<file path="config.mk">
export PLATFORM = sky130hd
export DESIGN_NAME = flit_queue
export DESIGN_NICKNAME = d
export VERILOG_FILES = /design/src/common/fq_pkg.sv /design/src/flit_queue/flit_queue.sv /design/src/flit_queue/fq_ctrl.sv /design/src/flit_queue/vc_out_stage.sv /design/src/flit_queue/vc_ram_fifo.sv
export VERILOG_INCLUDE_DIRS = /design/src /design/src/common
export SDC_FILE = /design/constraint.sdc
export NUM_CORES = 1
export LEC_CHECK = 0
export BUFFER_PORTS_ARGS = -buffer_cell sky130_fd_sc_hd__buf_2
export CAP_MARGIN = 25
export CORE_ASPECT_RATIO = 0.7
export CORE_UTILIZATION = 50
export DETAILED_ROUTE_END_ITERATION = 12
export PLACE_DENSITY = 0.68
export SETUP_SLACK_MARGIN = 0.4
export SLEW_MARGIN = 20
export SYNTH_ARGS = -nofsm -noshare
export SYNTH_HDL_FRONTEND = slang
export SYNTH_SLANG_ARGS = --single-unit
</file>
<file path="constraint.sdc">
create_clock -name clock -period 4.3 [get_ports clock]
set_input_delay 0.645 -clock clock [delete_from_list [all_inputs] [get_ports clock]]
set_output_delay 0.645 -clock clock [all_outputs]
set_load 0.005 [all_outputs]
</file>
<file path="src/common/fq_params.svh">
`ifndef FQ_PARAMS_SVH
`define FQ_PARAMS_SVH

// Timestamp and global simulation time
`define FQ_TS_WIDTH 16

// Link latency held by the configuration chain
`define FQ_LAT_WIDTH 8

// Configuration chain word
`define FQ_CFG_WIDTH 16

// Virtual channels
`define FQ_LOG_NVCS 1
`define FQ_NVCS (1 << `FQ_LOG_NVCS)

// Queue id and opaque payload
`define FQ_ID_WIDTH 3
`define FQ_PAYLOAD_WIDTH 12

// Per-VC queue depth
`define FQ_LOG_DEP 3
`define FQ_DEPTH (1 << `FQ_LOG_DEP)

`endif

</file>
<file path="src/common/fq_pkg.sv">
`include "fq_params.svh"

package fq_pkg;

    typedef logic [`FQ_TS_WIDTH-1:0] ts_t;
    typedef logic [`FQ_LAT_WIDTH-1:0] lat_t;
    typedef logic [`FQ_LOG_NVCS-1:0] vc_t;
    typedef logic [`FQ_ID_WIDTH-1:0] id_t;

    // 32-bit flit, timestamp in the top bits
    typedef struct packed {
        ts_t                           ts;
        vc_t                           vc;
        id_t                           src;
        logic [`FQ_PAYLOAD_WIDTH-1:0]  payload;
    } flit_t;

    // Advance the timestamp by the link latency, wrapping at 16 bits
    function automatic flit_t stamp_flit(flit_t f, lat_t lat);
        flit_t r;
        r = f;
        r.ts = f.ts + ts_t'(lat);
        return r;
    endfunction

    // True once now has reached ts, tolerant of counter wrap
    function automatic logic ts_reached(ts_t ts, ts_t now);
        ts_t diff;
        diff = now - ts;
        return !diff[`FQ_TS_WIDTH-1];
    endfunction

endpackage

</file>
<file path="src/flit_queue/flit_queue.sv">
`include "fq_params.svh"

module flit_queue
    import fq_pkg::*;
#(
    parameter id_t queue_id = id_t'(1)
) (
    input  logic                     clock,
    input  logic                     rst_n,
    input  logic                     enable,
    input  ts_t                      sim_time,
    output logic                     error,
    output logic                     is_quiescent,
    output lat_t                     latency,
    input  logic [`FQ_CFG_WIDTH-1:0] config_in,
    input  logic                     config_in_valid,
    output logic [`FQ_CFG_WIDTH-1:0] config_out,
    output logic                     config_out_valid,
    output logic [`FQ_NVCS-1:0]      flit_full,
    input  logic                     flit_in_valid,
    input  flit_t                    flit_in,
    input  id_t                      nexthop_in,
    output logic                     flit_ack,
    output flit_t [`FQ_NVCS-1:0]     flit_out,
    output logic [`FQ_NVCS-1:0]      flit_out_valid,
    input  logic [`FQ_NVCS-1:0]      dequeue
);

    flit_t               flit_stamped;
    flit_t               ram_data;
    logic                hop_match;
    logic                ram_read;
    vc_t                 ram_read_vc;
    logic [`FQ_NVCS-1:0] vc_has_data;
    logic [`FQ_NVCS-1:0] vc_empty;
    logic [`FQ_NVCS-1:0] vc_pop;
    logic                heads_empty;

    // Only flits routed to this queue are taken
    assign hop_match = flit_in_valid && enable && (nexthop_in == queue_id);
    assign flit_ack  = hop_match && !flit_full[flit_in.vc];

    assign is_quiescent = &vc_empty && heads_empty;

    fq_ctrl u_ctrl (
        .clock            (clock),
        .rst_n            (rst_n),
        .config_in        (config_in),
        .config_in_valid  (config_in_valid),
        .flit_in          (flit_in),
        .config_out       (config_out),
        .config_out_valid (config_out_valid),
        .flit_stamped     (flit_stamped),
        .latency          (latency)
    );

    vc_ram_fifo u_fifo (
        .clock    (clock),
        .rst_n    (rst_n),
        .enable   (enable),
        .write    (flit_ack),
        .data_in  (flit_stamped),
        .read     (ram_read),
        .read_vc  (ram_read_vc),
        .pop      (vc_pop),
        .data_out (ram_data),
        .has_data (vc_has_data),
        .full     (flit_full),
        .empty    (vc_empty)
    );

    vc_out_stage u_out (
        .clock          (clock),
        .rst_n          (rst_n),
        .enable         (enable),
        .sim_time       (sim_time),
        .has_data       (vc_has_data),
        .data_in        (ram_data),
        .dequeue        (dequeue),
        .read           (ram_read),
        .read_vc        (ram_read_vc),
        .pop            (vc_pop),
        .flit_out       (flit_out),
        .flit_out_valid (flit_out_valid),
        .error          (error),
        .heads_empty    (heads_empty)
    );

endmodule

</file>
<file path="src/flit_queue/fq_ctrl.sv">
`include "fq_params.svh"

module fq_ctrl
    import fq_pkg::*;
(
    input  logic                     clock,
    input  logic                     rst_n,
    input  logic [`FQ_CFG_WIDTH-1:0] config_in,
    input  logic                     config_in_valid,
    input  flit_t                    flit_in,
    output logic [`FQ_CFG_WIDTH-1:0] config_out,
    output logic                     config_out_valid,
    output flit_t                    flit_stamped,
    output lat_t                     latency
);

    // Latency register and the valid bit of the chain output stage
    always_ff @(posedge clock or negedge rst_n)
    begin
        if (!rst_n)
        begin
            latency          <= '0;
            config_out_valid <= 1'b0;
        end
        else
        begin
            config_out_valid <= config_in_valid;
            if (config_in_valid)
            begin
                latency <= config_in[`FQ_LAT_WIDTH-1:0];
            end
        end
    end

    // Old latency is shifted on down the chain
    always_ff @(posedge clock)
    begin
        if (config_in_valid)
        begin
            config_out <= `FQ_CFG_WIDTH'(latency);
        end
    end

    assign flit_stamped = stamp_flit(flit_in, latency);

endmodule

</file>
<file path="src/flit_queue/vc_out_stage.sv">
`include "fq_params.svh"

module vc_out_stage
    import fq_pkg::*;
(
    input  logic                       clock,
    input  logic                       rst_n,
    input  logic                       enable,
    input  ts_t                        sim_time,
    input  logic [`FQ_NVCS-1:0]        has_data,
    input  flit_t                      data_in,
    input  logic [`FQ_NVCS-1:0]        dequeue,
    output logic                       read,
    output vc_t                        read_vc,
    output logic [`FQ_NVCS-1:0]        pop,
    output flit_t [`FQ_NVCS-1:0]       flit_out,
    output logic [`FQ_NVCS-1:0]        flit_out_valid,
    output logic                       error,
    output logic                       heads_empty
);

    localparam int NVCS = `FQ_NVCS;

    flit_t [NVCS-1:0] head;
    logic [NVCS-1:0]  head_valid;
    logic [NVCS-1:0]  inflight;
    logic [NVCS-1:0]  eligible;
    logic [NVCS-1:0]  load;
    logic             rd_pend;
    vc_t              rd_vc_q;
    vc_t              rr_last;

    assign eligible = enable ? (has_data & ~head_valid & ~inflight) : '0;

    // Round-robin pick, starting after the last VC served
    always_comb
    begin
        vc_t cand;
        read    = 1'b0;
        read_vc = rr_last;
        for (int k = 1; k <= NVCS; k++)
        begin
            cand = rr_last + vc_t'(k);
            if (!read && eligible[cand])
            begin
                read    = 1'b1;
                read_vc = cand;
            end
        end
    end

    for (genvar i = 0; i < NVCS; i++)
    begin : g_head
        assign load[i]           = rd_pend && (rd_vc_q == vc_t'(i));
        assign flit_out_valid[i] = head_valid[i] && ts_reached(head[i].ts, sim_time);
        assign pop[i]            = enable && dequeue[i] && flit_out_valid[i];
        assign flit_out[i]       = head[i];

        always_ff @(posedge clock)
        begin
            if (load[i])
            begin
                head[i] <= data_in;
            end
        end
    end

    always_ff @(posedge clock or negedge rst_n)
    begin
        if (!rst_n)
        begin
            head_valid <= '0;
            inflight   <= '0;
            rd_pend    <= 1'b0;
            rd_vc_q    <= '0;
            rr_last    <= '0;
            error      <= 1'b0;
        end
        else
        begin
            rd_pend <= read;
            if (read)
            begin
                rd_vc_q <= read_vc;
                rr_last <= read_vc;
            end
            // Load and pop never hit the same VC in one cycle
            head_valid <= (head_valid | load) & ~pop;
            inflight   <= (inflight & ~load) | (read ? (NVCS'(1) << read_vc) : '0);
            if (|(dequeue & ~flit_out_valid))
            begin
                error <= 1'b1;
            end
        end
    end

    assign heads_empty = ~|head_valid && ~|inflight;

endmodule

</file>
<file path="src/flit_queue/vc_ram_fifo.sv">
`include "fq_params.svh"

module vc_ram_fifo
    import fq_pkg::*;
(
    input  logic                clock,
    input  logic                rst_n,
    input  logic                enable,
    input  logic                write,
    input  flit_t               data_in,
    input  logic                read,
    input  vc_t                 read_vc,
    input  logic [`FQ_NVCS-1:0] pop,
    output flit_t               data_out,
    output logic [`FQ_NVCS-1:0] has_data,
    output logic [`FQ_NVCS-1:0] full,
    output logic [`FQ_NVCS-1:0] empty
);

    localparam int NVCS     = `FQ_NVCS;
    localparam int LOG_NVCS = `FQ_LOG_NVCS;
    localparam int LOG_DEP  = `FQ_LOG_DEP;
    localparam int DEPTH    = `FQ_DEPTH;
    localparam int CNT_W    = LOG_DEP + 1;

    flit_t mem [NVCS*DEPTH];

    logic [LOG_DEP-1:0]          wptr [NVCS];
    logic [LOG_DEP-1:0]          rptr [NVCS];
    logic [CNT_W-1:0]            used [NVCS];
    logic [CNT_W-1:0]            unread [NVCS];
    logic [LOG_NVCS+LOG_DEP-1:0] waddr;
    logic [LOG_NVCS+LOG_DEP-1:0] raddr;
    logic                        wr_en;
    logic                        rd_en;

    assign wr_en = enable && write;
    assign rd_en = enable && read;

    // Context bits on top, pointer below
    assign waddr = {data_in.vc, wptr[data_in.vc]};
    assign raddr = {read_vc, rptr[read_vc]};

    always_ff @(posedge clock)
    begin
        if (wr_en)
        begin
            mem[waddr] <= data_in;
        end
        if (rd_en)
        begin
            data_out <= mem[raddr];
        end
    end

    for (genvar i = 0; i < NVCS; i++)
    begin : g_ctx
        logic wr_hit;
        logic rd_hit;
        logic pop_hit;

        assign wr_hit  = wr_en && (data_in.vc == vc_t'(i));
        assign rd_hit  = rd_en && (read_vc == vc_t'(i));
        assign pop_hit = enable && pop[i];

        always_ff @(posedge clock or negedge rst_n)
        begin
            if (!rst_n)
            begin
                wptr[i]   <= '0;
                rptr[i]   <= '0;
                used[i]   <= '0;
                unread[i] <= '0;
            end
            else
            begin
                if (wr_hit)
                begin
                    wptr[i] <= wptr[i] + 1'b1;
                end
                if (rd_hit)
                begin
                    rptr[i] <= rptr[i] + 1'b1;
                end
                // Occupancy lasts until the head is popped downstream
                case ({wr_hit, pop_hit})
                    2'b10:   used[i] <= used[i] + 1'b1;
                    2'b01:   used[i] <= used[i] - 1'b1;
                    default: used[i] <= used[i];
                endcase
                case ({wr_hit, rd_hit})
                    2'b10:   unread[i] <= unread[i] + 1'b1;
                    2'b01:   unread[i] <= unread[i] - 1'b1;
                    default: unread[i] <= unread[i];
                endcase
            end
        end

        assign has_data[i] = (unread[i] != '0);
        assign full[i]     = (used[i] == CNT_W'(DEPTH));
        assign empty[i]    = (used[i] == '0);
    end

endmodule

</file>
Yosys cells after proc, flatten, opt, wreduce, memory -nomap -nowiden
Memory sizes are Yosys's and may differ from the RTL's. A register that Yosys moved wholly into a read port is not among the register bits.
Index checks and enable logic that the tools add are counted.
{ "word_totals": {"rom_bits": 0, "n_memories": 1, "latchBits": 0, "elab_cells": 139, "register_bits": 116, "mem_bits_rw": 512} }
{ "op_classes": {"n_shift": 1, "n_mul": 0, "eq_ne": 11, "order_cmp": 5, "n_mux": 24, "reduce_logical": 40, "add_sub_neg": 16, "n_div": 0, "bitwise_logic": 17} }
{ "memory_table": {"columns": ["memory", "depth", "width", "rd", "rd_clocked_by_memory_dff", "wr", "line_no", "rtl"], "rows": [
  ["u_fifo.mem", 16, 32, 1, 1, 1, "vc_ram_fifo.sv:26", "flit_t mem [NVCS*DEPTH];"]
]} }
{ "op_table": {"columns": ["op", "n"], "rows": [
  ["$pmux W4 S2", 4],
  ["$sub A16 B16 Y16", 2],
  ["$logic_and A1 B1 Y1", 22],
  ["$mux W3", 6],
  ["$add A16 B8 Y16", 1],
  ["$add A4 B1 Y4 const B", 4],
  ["$sub A4 B1 Y4 const B", 4],
  ["$add A3 B1 Y3 const B", 4],
  ["$mux W1", 12],
  ["$and A2 B2 Y2", 5],
  ["$not A2 Y2", 5],
  ["$eq A2 B1 Y1 const B", 4],
  ["$eq A2 B2 Y1 const B", 4],
  ["$eq A4 B4 Y1 const B", 2],
  ["$logic_not A4 Y1", 2],
  ["$reduce_bool A2 Y1", 4],
  ["$reduce_bool A4 Y1", 2],
  ["$logic_not A1 Y1", 6],
  ["$lt A1 B2 Y1 const B", 3],
  ["$reduce_or A2 Y1", 3],
  ["$ge A2 B2 Y1 const B", 2],
  ["$mux W2", 2],
  ["$not A1 Y2", 2],
  ["$or A2 B2 Y2", 2],
  ["5 further kinds", 7]
]} }

Logic depth before layout (Yosys ltp)
{ "logic_depth": {"word_depth": 14, "mapped_depth": 17, "ltp_nobuf": 17} }

Modules after synthesis
A second synthesis with hierarchy kept.
{ "hier_totals": {"hier_cells": 1569, "hier_area_um2": 26374.0} }
{ "by_module_without_submodules": {"columns": ["mod", "instances", "area_each_um2", "cells_per_inst"], "rows": [
  ["vc_ram_fifo", 1, 22101.2, 1250],
  ["vc_out_stage", 1, 3021.6, 208],
  ["fq_ctrl", 1, 1218.7, 107],
  ["flit_queue", 1, 32.5, 4]
]} }

Worst setup path after synthesis
No wires, ideal clock.
{ "synth_timing": {"kind": "input to register", "start": "input port nexthop_in[1]", "end": "memory u_fifo.mem[0][0] (netlist name) (enable)", "required_time_ps": 3839, "path_stages": 5, "n_path_buf": 0, "setup_slack_ps": -32, "t_arrival_ps": 3871, "cell_sequence": "nor4bb_1 -> nand2_1 -> nor3_1 -> nand2_1 -> nor3_1"} }
{ "synth_between": {"elab_chain_cells": 6} }
{ "synth_rtl": {"columns": ["element", "line_no", "rtl"], "rows": [
  ["from (decl)", "flit_queue.sv:22", "input id_t nexthop_in,"],
  ["$eq A3 B1 Y1", "flit_queue.sv:40", "assign hop_match = flit_in_valid && enable && (nexthop_in == queue_id);"],
  ["$logic_and A1 B1 Y1", "flit_queue.sv:40", null],
  ["$logic_and A1 B1 Y1", "flit_queue.sv:41", "assign flit_ack = hop_match && !flit_full[flit_in.vc];"],
  ["$logic_and A1 B1 Y1", "vc_ram_fifo.sv:37", "assign wr_en = enable && write;"],
  ["$mux W1", "vc_ram_fifo.sv:46", "if (wr_en)"],
  ["$mux W1 (implied by the code)", "vc_ram_fifo.sv:48", "mem[waddr] <= data_in;"],
  ["to (decl)", "vc_ram_fifo.sv:26", null]
]} }
Every way passes these cells.

Worst setup path after layout
{ "layout_timing": {"start": "register u_fifo.unread[1] (netlist name)", "end": "register, netlist name u_fifo.data_out[13]"} }
{ "layout_between": {"elab_chain_cells": 14, "elab_cells_between_ends": 19, "classes_between": "mux: 12; bitwise: 3; reduce/logical: 4"} }
{ "layout_rtl": {"columns": ["element", "line_no", "rtl"], "rows": [
  ["from (decl)", "vc_ram_fifo.sv:31", "logic [CNT_W-1:0] unread [NVCS];"],
  ["from (signal, indexed assignment)", "vc_ram_fifo.sv:92", "2'b10: unread[i] <= unread[i] + 1'b1;"],
  ["from (signal, indexed assignment)", "vc_ram_fifo.sv:93", "2'b01: unread[i] <= unread[i] - 1'b1;"],
  ["from (signal, indexed assignment)", "vc_ram_fifo.sv:94", "default: unread[i] <= unread[i];"],
  ["$reduce_bool A4 Y1 (*)", "vc_ram_fifo.sv:99", "assign has_data[i] = (unread[i] != '0);"],
  ["$and A2 B2 Y2 (*) (2 in series)", "vc_out_stage.sv:33", "assign eligible = enable ? (has_data & ~head_valid & ~inflight) : '0;"],
  ["$mux W2 (*)", "vc_out_stage.sv:33", null],
  ["$mux W1 (implied by the code) (2 in series)", "vc_out_stage.sv:44", "if (!read && eligible[cand])"],
  ["$mux W1", "vc_out_stage.sv:44", null],
  ["$logic_not A1 Y1", "vc_out_stage.sv:44", null],
  ["$logic_and A1 B1 Y1", "vc_out_stage.sv:44", null],
  ["$mux W1", "vc_out_stage.sv:44", null],
  ["$not A1 Y2 (implied by the code)", "vc_ram_fifo.sv:42", "assign raddr = {read_vc, rptr[read_vc]};"],
  ["$mux W3 (implied by the code) (3 in series)", "vc_ram_fifo.sv:42", null]
]} }
Mark *: on every way between the ends. The rest lies on a longest branch, timed or not. The select of a mux whose other input is x is not followed.
A chain may end at the register's enable or synchronous reset.

==> summary.md <==
| Metric | Value |
|---|---|
| IO Pins | 170 |
| Worst path depth | 9 |
| Worst Reg-to-Reg Cells | 9 |
| Static leakage | 0.0111 uW |
| Worst rel slew slack | 0.420 |
| Mapped Cells | 1500 |
| Met2 WL post-DR | 27400 um |
| Worst-path clk slew | 0.06 ns |
| Synth cell types | 46 |
| GR Util All Layers | 0.217 |
| Routed Antenna Nets | 0 |
| Initial antenna violation count | 0 |
| Switch Pwr | 4500 uW |
| Sw frac | 0.274 |
| Power Dens Cells | 549 nW/um^2 |
| Setup TNS | 0 ns |
| DRT Wirelength | 57100 um |
| RR Startpoint | u_fifo.unread[1] |
| DR vias/cell | 5.68 |
| TritonCTS Sinks | 660 |
| Met3 Routed Length | 3350 um |
| Routed via count | 13800 |
| Delay-heaviest family, CP | simple AND/OR/NAND/NOR gates |
| EDFF count, synth | 616 |
| Clock Skew | 0.0211 ns |
| Ys Warns | 0 |
| RSZ-0062 raised after global routing | no |
| Synthesized flop and latch total | 660 |
| CTS Buf Count | 61 |
| Slowest-stage cell, CP | or4_1 |
| Clk Latency, worst-skew pair | 0.61 ns |
| WHS Endpoint | u_out.head_valid[1] |
| H-Tree Level Count | 2 |
| # port buffers | 153 |
| Placer Congestion | 0.774 |
| Fin. Hold Viols | 0 |
| Clock power share | 0.312 |
| WL met1 | 25300 um |
| Critical R2R Capture | u_fifo.data_out[13] |
| Critical path buffers and inverters | 2 |
| Area growth syn-to-layout | 14.6% |
| Worst Hold Class | input pin to register |
| IR drop worst, VDD | 0.358 mV |
| Drt drc | 4 |
| Worst slew pin tran | 0.869 ns |
| CTS tree | yes |
| Max FO, Critical Path | 49 |
| Status | finished, violations left |
| Vias in the first global route | 13700 |
| Crit path kind | register to register |
| Post-DP Area | 28000 um^2 |
| Top sig layer | met4 |
| Gate power share | 0.215 |
| Post-Layout Inst Area | 29900 um^2 |
| Final net count | 1844 |
| Initial Util | 0.511 |
| Die area | 53100 um^2 |
| Synth Area per Inst | 17.4 um^2 |
| Final Max Slew Viols | 0 |
| Horiz. Die Dim | 275 um |
| Die height | 193 um |
| Hold Path Depth | 2 |
| Grt ovf | 0 |
| CP startpoint kind | register |
| Critical Path AT | 3.93 ns |
| Largest net degree at the start of global routing | 50 |
| Hold Path Origin | dequeue[1] |
| First-pass GRT wire length | 84500 um |
| CP endpoint kind | register |
| Failing checks | DRC |
| Core footprint | 51100 um^2 |
| Period minus WS final | 3.60 ns |
| Pint | 11900 uW |
| Row count | 69 |
| Worst path max stage delay | 0.59 ns |
| R2R Setup Slk | 0.70 ns |
| N_diodes | 0 |
| Required @ worst endpoint | 4.63 ns |
| Final period util | 0.838 |
| Layout cell share with drive strength beyond 1 | 0.186 |
| Root Driver | clkbuf_16 |
| Mapped cell area | 26100 um^2 |
| Post-detail-place hpwl | 30800 um |
| Max clock buf depth | 3 |
| Avg WL per Cell | 23.5 um |
| Async set-reset flop share out of synthesis | 0.0667 |
| Sequential element share of the synthesized area | 0.751 |
| Share of power burned in registers | 0.473 |
| DRT iter0 DRCs | 1189 |
| Top FF cell, synth | edfxtp_1 |
| Max Freq | 278 MHz |
| DRT Pass-1 Iters | 9 |
| MaxCap Viol Count | 0 |
| Final number of setup-violating endpoints | 0 |
| CP cell instances | or4_4, and4_4, nor2_4, inv_2, mux2_8, buf_12, mux2i_1, o22ai_1, or4_1 |
| # resized after CTS | 0 |
worst max path at each step:
stage	start	endpoint	slack (ns)
floorplan	nexthop_in[1]	u_fifo.mem[9][0]	0.04
global placement	sim_time[2]	u_fifo.used[7]	0.54
detailed placement	sim_time[2]	u_fifo.used[7]	0.46
CTS	u_fifo.unread[1]	u_fifo.data_out[13]	0.70
global route	u_fifo.unread[1]	u_fifo.data_out[27]	0.54
finish	u_fifo.unread[1]	u_fifo.data_out[13]	0.70
flip-flops by register name, summed over array words and instances, names as in the netlist, 6 cells and up:
register and cells:
u_ctrl.config_out 8, u_ctrl.latency 8, u_fifo.data_out 32, u_fifo.mem 512, u_fifo.rptr 6, u_fifo.unread 8, u_fifo.used 8, u_fifo.wptr 6
u_out.flit_out 64
cell usage after synthesis, drive strengths merged (2+ instances only):
cell type  count  area [um^2]
and3           4         25.0
fa             5          100
nand2         46          173
nand3b         4         30.0
nor2          35          139
a41oi          2         17.5
mux2          11          128
a21o           8         60.1
mux2i        257         2570
and2           2         12.5
ha            52          651
nor2b          6         37.5
a31oi          2         12.5
a211o          3         26.3
xor2          14          123
inv           54          203
xnor2         26          228
or4           34          259
o22ai        129          807
dfrtp         44         1100
and4           3         28.8
or3            2         12.5
clkbuf        28          105
edfxtp       616        18500
a21oi         21          105
o21ai         21          105
nor3          12         60.1
o211ai         4         30.0
buf           37          328
nand2b         3         18.8
nand4          4         25.0
nand3          4         20.0
power by group through the flow:
stage	Clock, uW	Combinational (uW)	Sequential [uW]
finish	5130	3530	7760
floorplan	0	2580	7830
detailed placement	0	3530	7890
global placement	0	3460	7880
global route	5470	3820	7790
CTS	5210	3550	7760
kinds of logic (layout without fill, tap and decap cells):
family | after synthesis | in the layout | synth area share
AO/OA/AOI/OAI | 193 | 193 | 0.0456
flip-flops | 660 | 660 | 0.751
multiplexers | 268 | 268 | 0.103
buffers and inverters | 119 | 372 | 0.0244
other | 1 | 8 | 0.000144
XOR/XNOR | 40 | 40 | 0.0134
AND/OR/NAND/NOR | 162 | 162 | 0.0331
adder cells (fa/ha/maj) | 57 | 57 | 0.0288
routing by layer:
layer	GRT usage	vias up
li1	-	6289
met1	0.313	7049
met3	0.0308	93
met5	0	-
met4	0.0514	0
met2	0.351	387
layout by cell type (no fill, tap or decap), types with 10 or more instances in the layout:
cell	count
nand2_1	45
buf_4	45
xor2_1	14
clkinv_1	22
mux2_2	10
inv_1	52
dfrtp_1	44
edfxtp_1	616
a21oi_1	21
xnor2_1	22
ha_1	52
nor2_4	11
clkbuf_1	10
o21ai_0	21
o22ai_1	129
mux2i_1	257
nor2_1	24
or4_1	33
buf_2	153
clkbuf_16	61
timing repair:
item | in CTS | in global routing
buffers inserted | 0 | 0
hold buffers | 1 | 0
endpoints found under the hold margin | 4 | 0
stage by stage:
step / std cells / util / total power, uW / setup WS [ns] / hold slack (ns)
detailed placement: 2321 / 0.547 / 11400 / 0.460 / 0.434
global placement: 2318 / 0.546 / 11300 / 0.541 / 0.425
global route: 2434 / 0.585 / 17100 / 0.544 / 0.234
CTS: 2432 / 0.584 / 16500 / 0.699 / 0.222
finish: 2434 / 0.585 / 16400 / 0.698 / 0.250
floorplan: 1507 / - / 10400 / 0.0405 / 0.349
final cells by class:
class	instances	area, um^2
fillers	3806	21200
flip-flops and latches	660	19600
multi-input cells	728	6070
clock buffers	71	1560
repair buffers	208	1300
well taps	674	843
clock inverters	39	309
inverters	54	203
worst register-to-register path: stages, from the launching register on:
cell and delay (ns):
dfrtp_1 0.41, or4_4 0.56, and4_4 0.22, nor2_4 0.18
inv_2 0.11, mux2_8 0.47, buf_12 0.38, mux2i_1 0.29
o22ai_1 0.11, or4_1 0.59
(Power assumes the default switching activity.)
